$ cat config.mk
export PLATFORM = sky130hd
export DESIGN_NAME = cpuTop
export DESIGN_NICKNAME = d
export VERILOG_FILES = /design/src/source/cpuPkg.sv /design/src/source/cpuTop.sv /design/src/source/executeUnit.sv /design/src/source/instrBuffer.sv /design/src/source/fetchSequencer.sv /design/src/source/aluCore.sv
export VERILOG_INCLUDE_DIRS = /design/src /design/src/source
export SDC_FILE = /design/constraint.sdc
export NUM_CORES = 1
export LEC_CHECK = 0
export BUFFER_PORTS_ARGS = -buffer_cell sky130_fd_sc_hd__buf_2
export CAP_MARGIN = 20
export CELL_PAD_IN_SITES_DETAIL_PLACEMENT = 1
export CELL_PAD_IN_SITES_GLOBAL_PLACEMENT = 2
export CORE_AREA = 2 2 128 130
export DETAILED_ROUTE_END_ITERATION = 7
export DIE_AREA = 0 0 130 132
export PLACE_DENSITY = 0.79
export REMOVE_ABC_BUFFERS = 1
export SYNTH_ARGS = -nofsm -noshare
export SYNTH_HDL_FRONTEND = slang
export SYNTH_SLANG_ARGS = --single-unit
export TNS_END_PERCENT = 50
$ cat constraint.sdc
create_clock -name clk -period 4.1 [get_ports clk]
set_input_delay 0.41 -clock clk [delete_from_list [all_inputs] [get_ports clk]]
set_output_delay 0.41 -clock clk [all_outputs]
set_load 0.02 [all_outputs]
$ cat src/source/cpu_params.svh
`ifndef CPU_PARAMS_SVH
`define CPU_PARAMS_SVH

`define DATA_WIDTH    8     // Data and address width
`define INSTR_WIDTH   16
`define NUM_GP_REGS   4     // R1 to R4
`define MEM_DEPTH     256

// Instruction field positions
`define OPCODE_MSB    15
`define OPCODE_LSB    12
`define DEST_MSB      11
`define DEST_LSB      8
`define ADDR_MODE_BIT 10    // Shares bits with dest and regSel
`define REG_SEL_MSB   9
`define REG_SEL_LSB   8
`define SRC1_MSB      7
`define SRC1_LSB      4
`define SRC2_MSB      3
`define SRC2_LSB      0
`define IMM_MSB       7
`define IMM_LSB       0

`endif
$ cat src/source/cpuPkg.sv
`include "cpu_params.svh"

package cpuPkg;

    typedef enum logic [3:0] {
        OP_AND = 4'd0,
        OP_OR  = 4'd1,
        OP_NOT = 4'd2,
        OP_ADD = 4'd3,
        OP_SUB = 4'd4,
        OP_LSR = 4'd5,
        OP_LSL = 4'd6,
        OP_INC = 4'd7,
        OP_DEC = 4'd8,
        OP_BRA = 4'd9,
        OP_BNE = 4'd10,
        OP_MOV = 4'd11,
        OP_LD  = 4'd12,
        OP_ST  = 4'd13,
        OP_PUL = 4'd14,     // No-op in this core
        OP_PSH = 4'd15      // No-op in this core
    } opcodeE;

    typedef enum logic [1:0] {
        FETCH_HI,
        FETCH_LO,
        EXECUTE
    } seqStateE;

    typedef enum logic [3:0] {
        ALU_PASS,
        ALU_AND,
        ALU_OR,
        ALU_NOT,
        ALU_ADD,
        ALU_SUB,
        ALU_LSR,
        ALU_LSL,
        ALU_INC,
        ALU_DEC
    } aluOpE;

    // 0-3 R1-R4, 4 reads zero, 5 AR, 6-7 PC
    typedef logic [2:0] regCodeT;

    typedef struct packed {
        opcodeE                                  opcode;
        regCodeT                                 dest;
        logic                                    addrMode;
        logic [`REG_SEL_MSB-`REG_SEL_LSB:0]      regSel;
        regCodeT                                 src1;
        regCodeT                                 src2;
        logic [`IMM_MSB-`IMM_LSB:0]              imm;
    } decodedInstrT;

    typedef struct packed {
        logic [`DATA_WIDTH-1:0] addr;
        logic [`DATA_WIDTH-1:0] wrData;
        logic                   read;
        logic                   write;
    } memReqT;

    typedef struct packed {
        logic                   load;
        logic [`DATA_WIDTH-1:0] target;
    } pcLoadT;

endpackage

$ cat src/source/cpuTop.sv
`timescale 1ns/10ps
`include "cpu_params.svh"

module cpuTop (
    input  logic                   clk,
    input  logic                   rstN,
    input  logic [`DATA_WIDTH-1:0] memRdData,
    output cpuPkg::memReqT         memReq
);

    logic [`DATA_WIDTH-1:0] fetchByte;
    logic                   loadHi;
    logic                   loadLo;
    logic [`DATA_WIDTH-1:0] pc;
    cpuPkg::decodedInstrT   instr;
    logic                   execValid;
    cpuPkg::memReqT         exeMemReq;
    cpuPkg::pcLoadT         pcLoad;

    fetchSequencer fetch (
        .clk       (clk),
        .rstN      (rstN),
        .memRdData (memRdData),
        .exeMemReq (exeMemReq),
        .pcLoad    (pcLoad),
        .memReq    (memReq),
        .fetchByte (fetchByte),
        .loadHi    (loadHi),
        .loadLo    (loadLo),
        .pc        (pc)
    );

    instrBuffer ibuf (
        .clk       (clk),
        .rstN      (rstN),
        .fetchByte (fetchByte),
        .loadHi    (loadHi),
        .loadLo    (loadLo),
        .instr     (instr),
        .execValid (execValid)
    );

    executeUnit exec (
        .clk       (clk),
        .rstN      (rstN),
        .instr     (instr),
        .execValid (execValid),
        .pc        (pc),
        .memRdData (memRdData),   // Direct LD data
        .exeMemReq (exeMemReq),
        .pcLoad    (pcLoad)
    );

endmodule

$ cat src/source/executeUnit.sv
`timescale 1ns/10ps
`include "cpu_params.svh"

module executeUnit (
    input  logic                   clk,
    input  logic                   rstN,
    input  cpuPkg::decodedInstrT   instr,
    input  logic                   execValid,
    input  logic [`DATA_WIDTH-1:0] pc,
    input  logic [`DATA_WIDTH-1:0] memRdData,
    output cpuPkg::memReqT         exeMemReq,
    output cpuPkg::pcLoadT         pcLoad
);

    logic [`DATA_WIDTH-1:0] gpRegs [`NUM_GP_REGS];
    logic [`DATA_WIDTH-1:0] ar;
    logic                   zFlag;

    logic [`DATA_WIDTH-1:0] opA;
    logic [`DATA_WIDTH-1:0] opB;
    logic [`DATA_WIDTH-1:0] aluResult;
    logic                   aluZero;
    cpuPkg::aluOpE          aluOp;
    logic                   isAluInstr;
    logic                   isDirect;
    logic [`DATA_WIDTH-1:0] loadData;

    function automatic logic [`DATA_WIDTH-1:0] readReg(input cpuPkg::regCodeT code);
        logic [`DATA_WIDTH-1:0] value;
        if (!code[2]) begin
            value = gpRegs[code[1:0]];
        end else if (code[1]) begin
            value = pc;             // Codes 6 and 7
        end else if (code[0]) begin
            value = ar;
        end else begin
            value = '0;             // Old SP slot
        end
        return value;
    endfunction

    // Opcode to ALU function
    always_comb begin
        aluOp      = cpuPkg::ALU_PASS;
        isAluInstr = 1'b1;
        case (instr.opcode)
            cpuPkg::OP_AND: aluOp = cpuPkg::ALU_AND;
            cpuPkg::OP_OR:  aluOp = cpuPkg::ALU_OR;
            cpuPkg::OP_NOT: aluOp = cpuPkg::ALU_NOT;
            cpuPkg::OP_ADD: aluOp = cpuPkg::ALU_ADD;
            cpuPkg::OP_SUB: aluOp = cpuPkg::ALU_SUB;
            cpuPkg::OP_LSR: aluOp = cpuPkg::ALU_LSR;
            cpuPkg::OP_LSL: aluOp = cpuPkg::ALU_LSL;
            cpuPkg::OP_INC: aluOp = cpuPkg::ALU_INC;
            cpuPkg::OP_DEC: aluOp = cpuPkg::ALU_DEC;
            cpuPkg::OP_MOV: aluOp = cpuPkg::ALU_PASS;
            default:        isAluInstr = 1'b0;
        endcase
    end

    // Operands follow the register file, AR and PC
    always_comb begin
        opA = readReg(instr.src1);
        opB = readReg(instr.src2);
    end

    assign isDirect = execValid && instr.addrMode;
    assign loadData = instr.addrMode ? memRdData : instr.imm;

    aluCore alu (
        .a      (opA),
        .b      (opB),
        .op     (aluOp),
        .result (aluResult),
        .zero   (aluZero)
    );

    // LD and ST in direct mode go through M[AR]
    always_comb begin
        exeMemReq = '0;
        if (isDirect && (instr.opcode == cpuPkg::OP_LD)) begin
            exeMemReq.addr = ar;
            exeMemReq.read = 1'b1;
        end else if (isDirect && (instr.opcode == cpuPkg::OP_ST)) begin
            exeMemReq.addr   = ar;
            exeMemReq.wrData = gpRegs[instr.regSel];
            exeMemReq.write  = 1'b1;
        end
    end

    always_comb begin
        pcLoad = '0;
        if (execValid) begin
            if (isAluInstr && instr.dest[2] && instr.dest[1]) begin
                pcLoad.load   = 1'b1;   // ALU result to PC
                pcLoad.target = aluResult;
            end else if (!instr.addrMode && ((instr.opcode == cpuPkg::OP_BRA) ||
                         ((instr.opcode == cpuPkg::OP_BNE) && !zFlag))) begin
                pcLoad.load   = 1'b1;
                pcLoad.target = instr.imm;
            end
        end
    end

    always_ff @(posedge clk) begin
        if (!rstN) begin
            for (int i = 0; i < `NUM_GP_REGS; i++) begin
                gpRegs[i] <= '0;
            end
            ar    <= '0;
            zFlag <= 1'b0;
        end else if (execValid) begin
            if (isAluInstr) begin
                zFlag <= aluZero;
                if (!instr.dest[2]) begin
                    gpRegs[instr.dest[1:0]] <= aluResult;
                end else if (instr.dest[1:0] == 2'b01) begin
                    ar <= aluResult;
                end
            end else if (instr.opcode == cpuPkg::OP_LD) begin
                gpRegs[instr.regSel] <= loadData;
            end
        end
    end

endmodule

$ cat src/source/instrBuffer.sv
`timescale 1ns/10ps
`include "cpu_params.svh"

module instrBuffer (
    input  logic                   clk,
    input  logic                   rstN,
    input  logic [`DATA_WIDTH-1:0] fetchByte,
    input  logic                   loadHi,
    input  logic                   loadLo,
    output cpuPkg::decodedInstrT   instr,
    output logic                   execValid
);

    logic [`INSTR_WIDTH-1:0] ir;

    always_ff @(posedge clk) begin
        if (!rstN) begin
            ir        <= '0;
            execValid <= 1'b0;
        end else begin
            if (loadHi) begin
                ir[`INSTR_WIDTH-1:`DATA_WIDTH] <= fetchByte;    // High byte first
            end
            if (loadLo) begin
                ir[`DATA_WIDTH-1:0] <= fetchByte;
            end
            execValid <= loadLo;    // Execute in the cycle after the low byte
        end
    end

    // Field split, top bit of each register field is not decoded
    always_comb begin
        instr.opcode   = cpuPkg::opcodeE'(ir[`OPCODE_MSB:`OPCODE_LSB]);
        instr.dest     = ir[`DEST_MSB-1:`DEST_LSB];
        instr.addrMode = ir[`ADDR_MODE_BIT];
        instr.regSel   = ir[`REG_SEL_MSB:`REG_SEL_LSB];
        instr.src1     = ir[`SRC1_MSB-1:`SRC1_LSB];
        instr.src2     = ir[`SRC2_MSB-1:`SRC2_LSB];
        instr.imm      = ir[`IMM_MSB:`IMM_LSB];
    end

endmodule

$ cat src/source/fetchSequencer.sv
`timescale 1ns/10ps
`include "cpu_params.svh"

module fetchSequencer (
    input  logic                   clk,
    input  logic                   rstN,
    input  logic [`DATA_WIDTH-1:0] memRdData,
    input  cpuPkg::memReqT         exeMemReq,
    input  cpuPkg::pcLoadT         pcLoad,
    output cpuPkg::memReqT         memReq,
    output logic [`DATA_WIDTH-1:0] fetchByte,
    output logic                   loadHi,
    output logic                   loadLo,
    output logic [`DATA_WIDTH-1:0] pc
);

    cpuPkg::seqStateE state;
    cpuPkg::seqStateE stateNext;
    logic             running;      // Goes high one cycle after reset release

    always_ff @(posedge clk) begin
        if (!rstN) begin
            state   <= cpuPkg::FETCH_HI;
            running <= 1'b0;
        end else begin
            state   <= stateNext;
            running <= 1'b1;
        end
    end

    always_comb begin
        stateNext = state;
        case (state)
            cpuPkg::FETCH_HI: begin
                if (running) begin
                    stateNext = cpuPkg::FETCH_LO;
                end
            end
            cpuPkg::FETCH_LO: stateNext = cpuPkg::EXECUTE;
            cpuPkg::EXECUTE:  stateNext = cpuPkg::FETCH_HI;
            default:          stateNext = cpuPkg::FETCH_HI;
        endcase
    end

    assign loadHi    = running && (state == cpuPkg::FETCH_HI);
    assign loadLo    = (state == cpuPkg::FETCH_LO);
    assign fetchByte = memRdData;   // Read data is valid in the request cycle

    // PC steps once per fetched byte, branch target lands at the execute edge
    always_ff @(posedge clk) begin
        if (!rstN) begin
            pc <= '0;
        end else if (loadHi || loadLo) begin
            pc <= pc + 1'b1;
        end else if ((state == cpuPkg::EXECUTE) && pcLoad.load) begin
            pc <= pcLoad.target;
        end
    end

    // Memory port owner
    always_comb begin
        memReq = '0;
        if (state == cpuPkg::EXECUTE) begin
            memReq = exeMemReq;     // Loads and stores from the execute unit
        end else if (loadHi || loadLo) begin
            memReq.addr = pc;
            memReq.read = 1'b1;
        end
    end

endmodule

$ cat src/source/aluCore.sv
`timescale 1ns/10ps
`include "cpu_params.svh"

module aluCore (
    input  logic [`DATA_WIDTH-1:0] a,
    input  logic [`DATA_WIDTH-1:0] b,
    input  cpuPkg::aluOpE          op,
    output logic [`DATA_WIDTH-1:0] result,
    output logic                   zero
);

    always_comb begin
        case (op)
            cpuPkg::ALU_PASS: begin
                result = a;             // MOV
            end
            cpuPkg::ALU_AND: begin
                result = a & b;
            end
            cpuPkg::ALU_OR: begin
                result = a | b;
            end
            cpuPkg::ALU_NOT: begin
                result = ~a;
            end
            cpuPkg::ALU_ADD: begin
                result = a + b;         // Wraps, no carry out
            end
            cpuPkg::ALU_SUB: begin
                result = a - b;
            end
            cpuPkg::ALU_LSR: begin
                result = a >> 1;        // Zero fill
            end
            cpuPkg::ALU_LSL: begin
                result = a << 1;
            end
            cpuPkg::ALU_INC: begin
                result = a + 1'b1;
            end
            cpuPkg::ALU_DEC: begin
                result = a - 1'b1;
            end
            default: begin
                result = a;
            end
        endcase
    end

    assign zero = (result == '0);

endmodule

==> results of run 1 <==
==> metal layers <==
layer	routed length, µm	vias up	GRT usage (%)
li1	-	2591	-
met1	10100	2910	37.3
met4	818	0	11.6
met2	11000	189	43.8
met5	0	-	0
met3	1110	49	3.61
==> registers in the layout, summed over array words and instances (netlist names), named ones only <==
register,count
exec.gpRegs,32
ibuf.ir,15
exec.ar,8
fetch.pc,8
fetch.state,2
exec.zFlag,1
fetch.running,1
ibuf.execValid,1
==> cell usage in the layout, fill, tap and decap left out, types with 12 or more instances in the layout <==
cell | netlist | layout
nand2_1 | 76 | 72
edfxtp_1 | 32 | 32
o21ai_0 | 29 | 27
buf_2 | 4 | 27
mux4_2 | 15 | 15
dfxtp_1 | 42 | 41
a21oi_1 | 47 | 36
a31oi_1 | 12 | 12
a22o_1 | 12 | 12
buf_4 | 1 | 106
nor2_1 | 85 | 85
and3_1 | 17 | 14
mux2i_1 | 29 | 27
==> path summary, 6_finish.rpt <==
kind	endpoint	slack, ns
max	exec.zFlag$_SDFFE_PN0P_	-0.1
min	ibuf.ir[3]$_SDFFE_PN0P_	0.31
max reg2reg	exec.zFlag$_SDFFE_PN0P_	-0.1
min reg2reg	ibuf.ir[7]$_SDFFE_PN0P_	0.51
==> power by group <==
group | total (µW) | leakage, µW | switching, µW | internal (µW)
sequential | 843 | 0.000674 | 45.1 | 798
combinational | 989 | 0.00194 | 544 | 445
clock | 898 | 0.000167 | 347 | 551
total | 2730 | 0.00278 | 935 | 1800
==> cell families after synthesis <==
| family | after synthesis | synth area share, % |
|---|---|---|
| DFF | 74 | 33.1 |
| and+or+nand+nor | 256 | 22.8 |
| AOI/OAI and AO/OA | 178 | 22.3 |
| buffers and inverters | 58 | 4.29 |
| muxes | 50 | 13.0 |
| adders and majority gates | 11 | 2.66 |
| xor gates and xnor gates | 11 | 1.77 |
==> tightest hold or removal path, delay by kind of cell <==
| kind | cells | cell delay, ns |
|---|---|---|
| buf+inv | 1 | 0.10 |
| simple gates | 1 | 0.05 |
| compound gates | 1 | 0.05 |
==> repair_timing <==
| action | in CTS | in global routing |
|---|---|---|
| setup buffers | 5 | 5 |
| hold buffers | 0 | 0 |
| setup endpoints to repair | 27 | 26 |
| pin swaps | 20 | 17 |
| hold endpoints to repair | 0 | 0 |
| gates resized for setup | 35 | 15 |
==> per-stage QoR <==
step                      setup TNS, ns  setup slack (ns)  power [µW]  utilization, %
after floorplan                   -1.49            -0.274        1310               -
after global placement            -2.71            -0.291        1690            41.0
after detailed placement          -5.62            -0.368        1710            41.0
after CTS                        -0.785            -0.134        2660            44.4
after global routing              -2.36            -0.216        2820            45.2
final                            -0.581           -0.0967        2730            45.2
==> layout make-up <==
cell class                      count  area, µm²
Sequential cell                    74       1800
Tap cell                          216        270
Clock inverter                      5       62.6
Multi-Input combinational cell    506       3620
Fill cell                        1857       8600
Clock buffer                       11        275
Timing Repair Buffer              139       1020
Inverter                           15       56.3
==> results.yml, run 1 <==
drt:
  num_vias: 5739
  dr.first_iter.drc_count: 497
  wl_per_cell_um: 23.9
  via_per_inst: 5.94
  drtPass1Iterations: 5
  drtAntennaViolNets: 0
  wl_mm: 23.1
  drc: 0
layout:
  area_delta_synth_final_pct: 30.4
  drive_gt1_share_pct: 30.7
  postLayoutCellArea_um2: 7110
  final_cells: 966
  antenna_cells: 0
  fin_nets: 766
sta:
  max_slew.worst_pin.slew_ns: 0.893
  setup_violations: 7
  maxSlewViolCount: 0
  max_freq_mhz: 238
  whs_ns: 0.313
  hold_viol: 0
  rsz0062_at_grt: "yes"
  setup_ws_ns: -0.0967
  period_share_pct: 102
  fin_skew_ns: 0.0120
  period_minus_slack_ns: 4.20
  slew_headroom_pct: 40.5
placed_design:
  place_inst: 939
  gp_congestion: 0.922
  hpwl_mm: 17.6
  io_buffers: 27
  placed_area_um2: 6450
setup_path:
  crit_path_top_delay_cell: "mux4_2"
  cp_cell_sequence: "mux4_2, nand2b_4, a22oi_4, buf_6, or3b_4, buf_4, xor2_1, o21ai_0, and3_4, ha_4, buf_4, nor3_2, nor2_1, o41ai_2, xnor2_1, or3_4, a31oi_4, buf_12, buf_8, a32o_1"
  worstSetupStartpoint: "exec.gpRegs[3][0]$_DFFE_PP_"
  required_ns: 4.39
  crit_arrival_ns: 4.49
  worstSetupPathType: "flip-flop to flip-flop"
  r2r_cells: 20
  endpoint_kind: "flip-flop"
  path_common_cell: "buf_4"
  critPathTopFamily: "simple AND/OR/NAND/NOR gates"
  r2r_start: "exec.gpRegs[3][0]$_DFFE_PP_"
  crit_path_start_kind: "flip-flop"
  cp_num_buf_inv: 5
  crit_cells: 20
  cp_slowest_stage_delay_ns: 0.48
  cp_max_fo: 5
power:
  leakagePower_uw: 0.00278
  power_density_nw_per_um2: 384
  peakVddDrop_uv: 257
hold_path:
  min_from: "memRdData[3]"
  min_path_cells: 3
  min_path_type: "input pin to flip-flop"
floorplanning:
  die_h_um: 132
  io_pins: 28
  core_um2: 15700
  die_area_um2: 17200
  row_count: 46
  die_w_um: 130
  initial_core_util_pct: 34.7
clock_tree:
  insertion_delay_ns: 0.35
  cts_max_level: 3
  cts_made_buffers: 9
  cts_tree: "done"
  clk_pin_slew_ns: 0.06
  clockBufferDepth: 2
  root_buffer: "clkbuf_16"
  cts.sinks: 74
synth:
  yosys_register_bits: 74
  ys_warn_count: 0
  yosysMostFrequentCell: "nor2_1"
  postSynthAreaPerCell_um2: 8.54
  synth_edf_count: 32
  synthTopCellsByArea: "edfxtp_1 (18%), dfxtp_1 (15%), mux4_2 (6.2%)"
  netlist.area_leader.share_pct: 17.6
  synthArstFlopShare_pct: 0
  synth.distinct_cells: 75
  synth_cells: 638
  ys_top_cells_by_count: "nor2_1 (85), nand2_1 (76), a21oi_1 (47)"
  synth_top_cell_by_area: "edfxtp_1"
  synth_area_um2: 5450
  yosysSeqAreaShare_pct: 33.1
  ys.flop_type: "dfxtp_1"
flow_run:
  drv_cap: 0
grt:
  grt_max_degree: 22
  grt_pass1_vias: 5976
  grt_overflow: 0
  antenna_found_initial: 0
  grt.total_usage_pct: 27.5
  grt_pass1_wl_mm: 35.7
run_status:
  status: "finished, violations left"
  failed_checks: "negative setup slack"
Power figures use the tool's default switching activity.
==> inputs of run 2 (changes only) <==
==> constraint.sdc (replaced) <==
create_clock -name clk -period 4.1 [get_ports clk]
set_input_delay 0.41 -clock clk [delete_from_list [all_inputs] [get_ports clk]]
set_output_delay 0.41 -clock clk [all_outputs]
set_load 0.01 [all_outputs]
==> run 2 against run 1 <==
Setup slack lost 0.089 ns. Non-clock buffer count shrank 1. Largest power group unchanged. Highest routed layer unchanged. The run still ends with negative setup slack left. Sequential share of layout area grew 0.39 points.
==> results.yml, run 2 (synthesis results as in run 1) <==
drt:
  wl_per_cell_um: 24.0
  via_per_inst: 5.96
  dr.first_iter.drc_count: 447
  num_vias: 5751
  drtAntennaViolNets: 0
  drc: 0
  wl_mm: 23.1
  drtPass1Iterations: 5
setup_path:
  r2r_start: "exec.gpRegs[0][0]$_SDFFCE_PN0P_"
  r2r_cells: 19
  worstSetupStartpoint: "exec.gpRegs[0][0]$_SDFFCE_PN0P_"
  cp_max_fo: 5
  crit_end: "exec.zFlag$_SDFFE_PN0P_"
  crit_path_start_kind: "flip-flop"
  worstSetupPathType: "flip-flop to flip-flop"
  crit_arrival_ns: 4.57
  endpoint_kind: "flip-flop"
  r2r_end: "exec.zFlag$_SDFFE_PN0P_"
  required_ns: 4.39
  rrSetupSlack_ns: -0.19
clock_tree:
  cts_tree: "done"
  insertion_delay_ns: 0.35
  root_buffer: "clkbuf_16"
  clk_pin_slew_ns: 0.06
  cts.sinks: 74
  cts_max_level: 3
  clockBufferDepth: 2
  cts_made_buffers: 9
  postCtsHoldBufs: 0
floorplanning:
  row_count: 46
  die_area_um2: 17200
  core_um2: 15700
  die_h_um: 132
  die_w_um: 130
  io_pins: 28
  initial_core_util_pct: 34.7
sta:
  max_slew.worst_pin.slew_ns: 0.859
  setup_ws_ns: -0.186
  hold_viol: 0
  setup_violations: 7
  period_share_pct: 105
  rsz0062_at_grt: "yes"
  slew_headroom_pct: 42.1
  maxSlewViolCount: 0
  fin_skew_ns: 0.00981
  period_minus_slack_ns: 4.29
  max_freq_mhz: 233
grt:
  grt_overflow: 0
  grt_use_met3_pct: 4.71
  grt.total_usage_pct: 27.2
  antenna_found_initial: 0
  met2_usage_pct: 44.9
  grtUsageMet1_pct: 35.9
  grt_pass1_vias: 5820
  grt_busiest_layer: "met2"
  grt_pass1_wl_mm: 35.2
  grt_max_degree: 20
layout:
  antenna_cells: 0
  largest_reg_flops: 32
  area_delta_synth_final_pct: 28.5
  postLayoutCellArea_um2: 7010
  top_regs: "exec.gpRegs: 32 flops, ibuf.ir: 15 flops"
  fin_nets: 765
  mostFrequentLayoutCells: "buf_4 (106), nor2_1 (84), nand2_1 (74)"
  layout_commonest_cell: "buf_4"
  drive_gt1_share_pct: 29.9
  max_flop_register: "exec.gpRegs"
placed_design:
  placed_area_um2: 6430
  hpwl_mm: 17.5
  io_buffers: 27
  gp_congestion: 0.921
power:
  leakagePower_uw: 0.00276
  peakVddDrop_uv: 231
  power_density_nw_per_um2: 370
  power_uw: 2590
hold_path:
  min_path_type: "input pin to flip-flop"
run_status:
  status: "finished, violations left"
  failed_checks: "negative setup slack"
flow_run:
  drv_cap: 0
==> run 2: repair_timing <==
| item | in CTS | in global routing |
|---|---|---|
| gates cloned | 0 | 0 |
| buffers inserted | 5 | 5 |
| pin swaps | 17 | 21 |
| endpoints found under the setup margin | 27 | 30 |
| resized for setup | 22 | 27 |
==> run 2: worst min-delay path by stage <==
stage / startpoint / endpoint / slack (ns) / cells after the start
after global placement: ibuf.ir[7]$_SDFFE_PN0P_ / ibuf.ir[7]$_SDFFE_PN0P_ / 0.47 / 2
after CTS: memRdData[3] / ibuf.ir[3]$_SDFFE_PN0P_ / 0.31 / 3
final: memRdData[3] / ibuf.ir[3]$_SDFFE_PN0P_ / 0.32 / 3
after global routing: rstN / fetch.running$_DFF_P_ / 0.32 / 1
after detailed placement: ibuf.ir[7]$_SDFFE_PN0P_ / ibuf.ir[7]$_SDFFE_PN0P_ / 0.47 / 2
after floorplan: rstN / fetch.running$_DFF_P_ / 0.44 / 0
==> run 2: final cells by class <==
class / count / area [µm²]
Clock buffer: 10 / 239
Clock inverter: 6 / 40.0
Fill cell: 1873 / 8710
Inverter: 15 / 56.3
Multi-Input combinational cell: 506 / 3610
Sequential cell: 74 / 1800
Tap cell: 216 / 270
Timing Repair Buffer: 138 / 987
==> run 2: metal layers <==
layer	vias to the layer above	routed length, µm
li1	2591	-
met1	2906	9870
met2	202	11300
met3	52	1240
met4	0	715
met5	-	0
==> run 2: critical path, stage by stage (launching register included) <==
cell and delay, ns:
edfxtp_1 0.43, mux4_2 0.50, nand2b_4 0.18, a22oi_4 0.23, buf_6 0.13, or3b_4 0.40, buf_6 0.14, a21oi_2 0.13
a311o_1 0.13, and3_4 0.18, ha_4 0.15, buf_6 0.12, nor3_4 0.04, nor2_2 0.15, o41ai_4 0.11, xnor2_2 0.16
or3_4 0.43, a31oi_4 0.30, buf_6 0.16, a32o_1 0.17
==> run 2: per-stage QoR <==
step | hold slack, ns | util [%] | setup slack [ns] | cells | TNS [ns]
floorplan | 0.438 | - | -0.274 | 595 | -1.49
global placement | 0.465 | 40.9 | -0.296 | 938 | -3.02
detailed placement | 0.475 | 40.9 | -0.451 | 938 | -6.07
CTS | 0.311 | 43.6 | -0.139 | 959 | -0.794
global route | 0.317 | 44.6 | -0.287 | 965 | -2.80
finish | 0.317 | 44.6 | -0.186 | 965 | -1.11
==> run 2: where the power goes <==
group          internal [µW]  leakage, µW  total [µW]  switching, µW
Combinational            448      0.00194         989            541
Sequential               799     0.000674         844           45.2
Clock                    427     0.000143         760            333
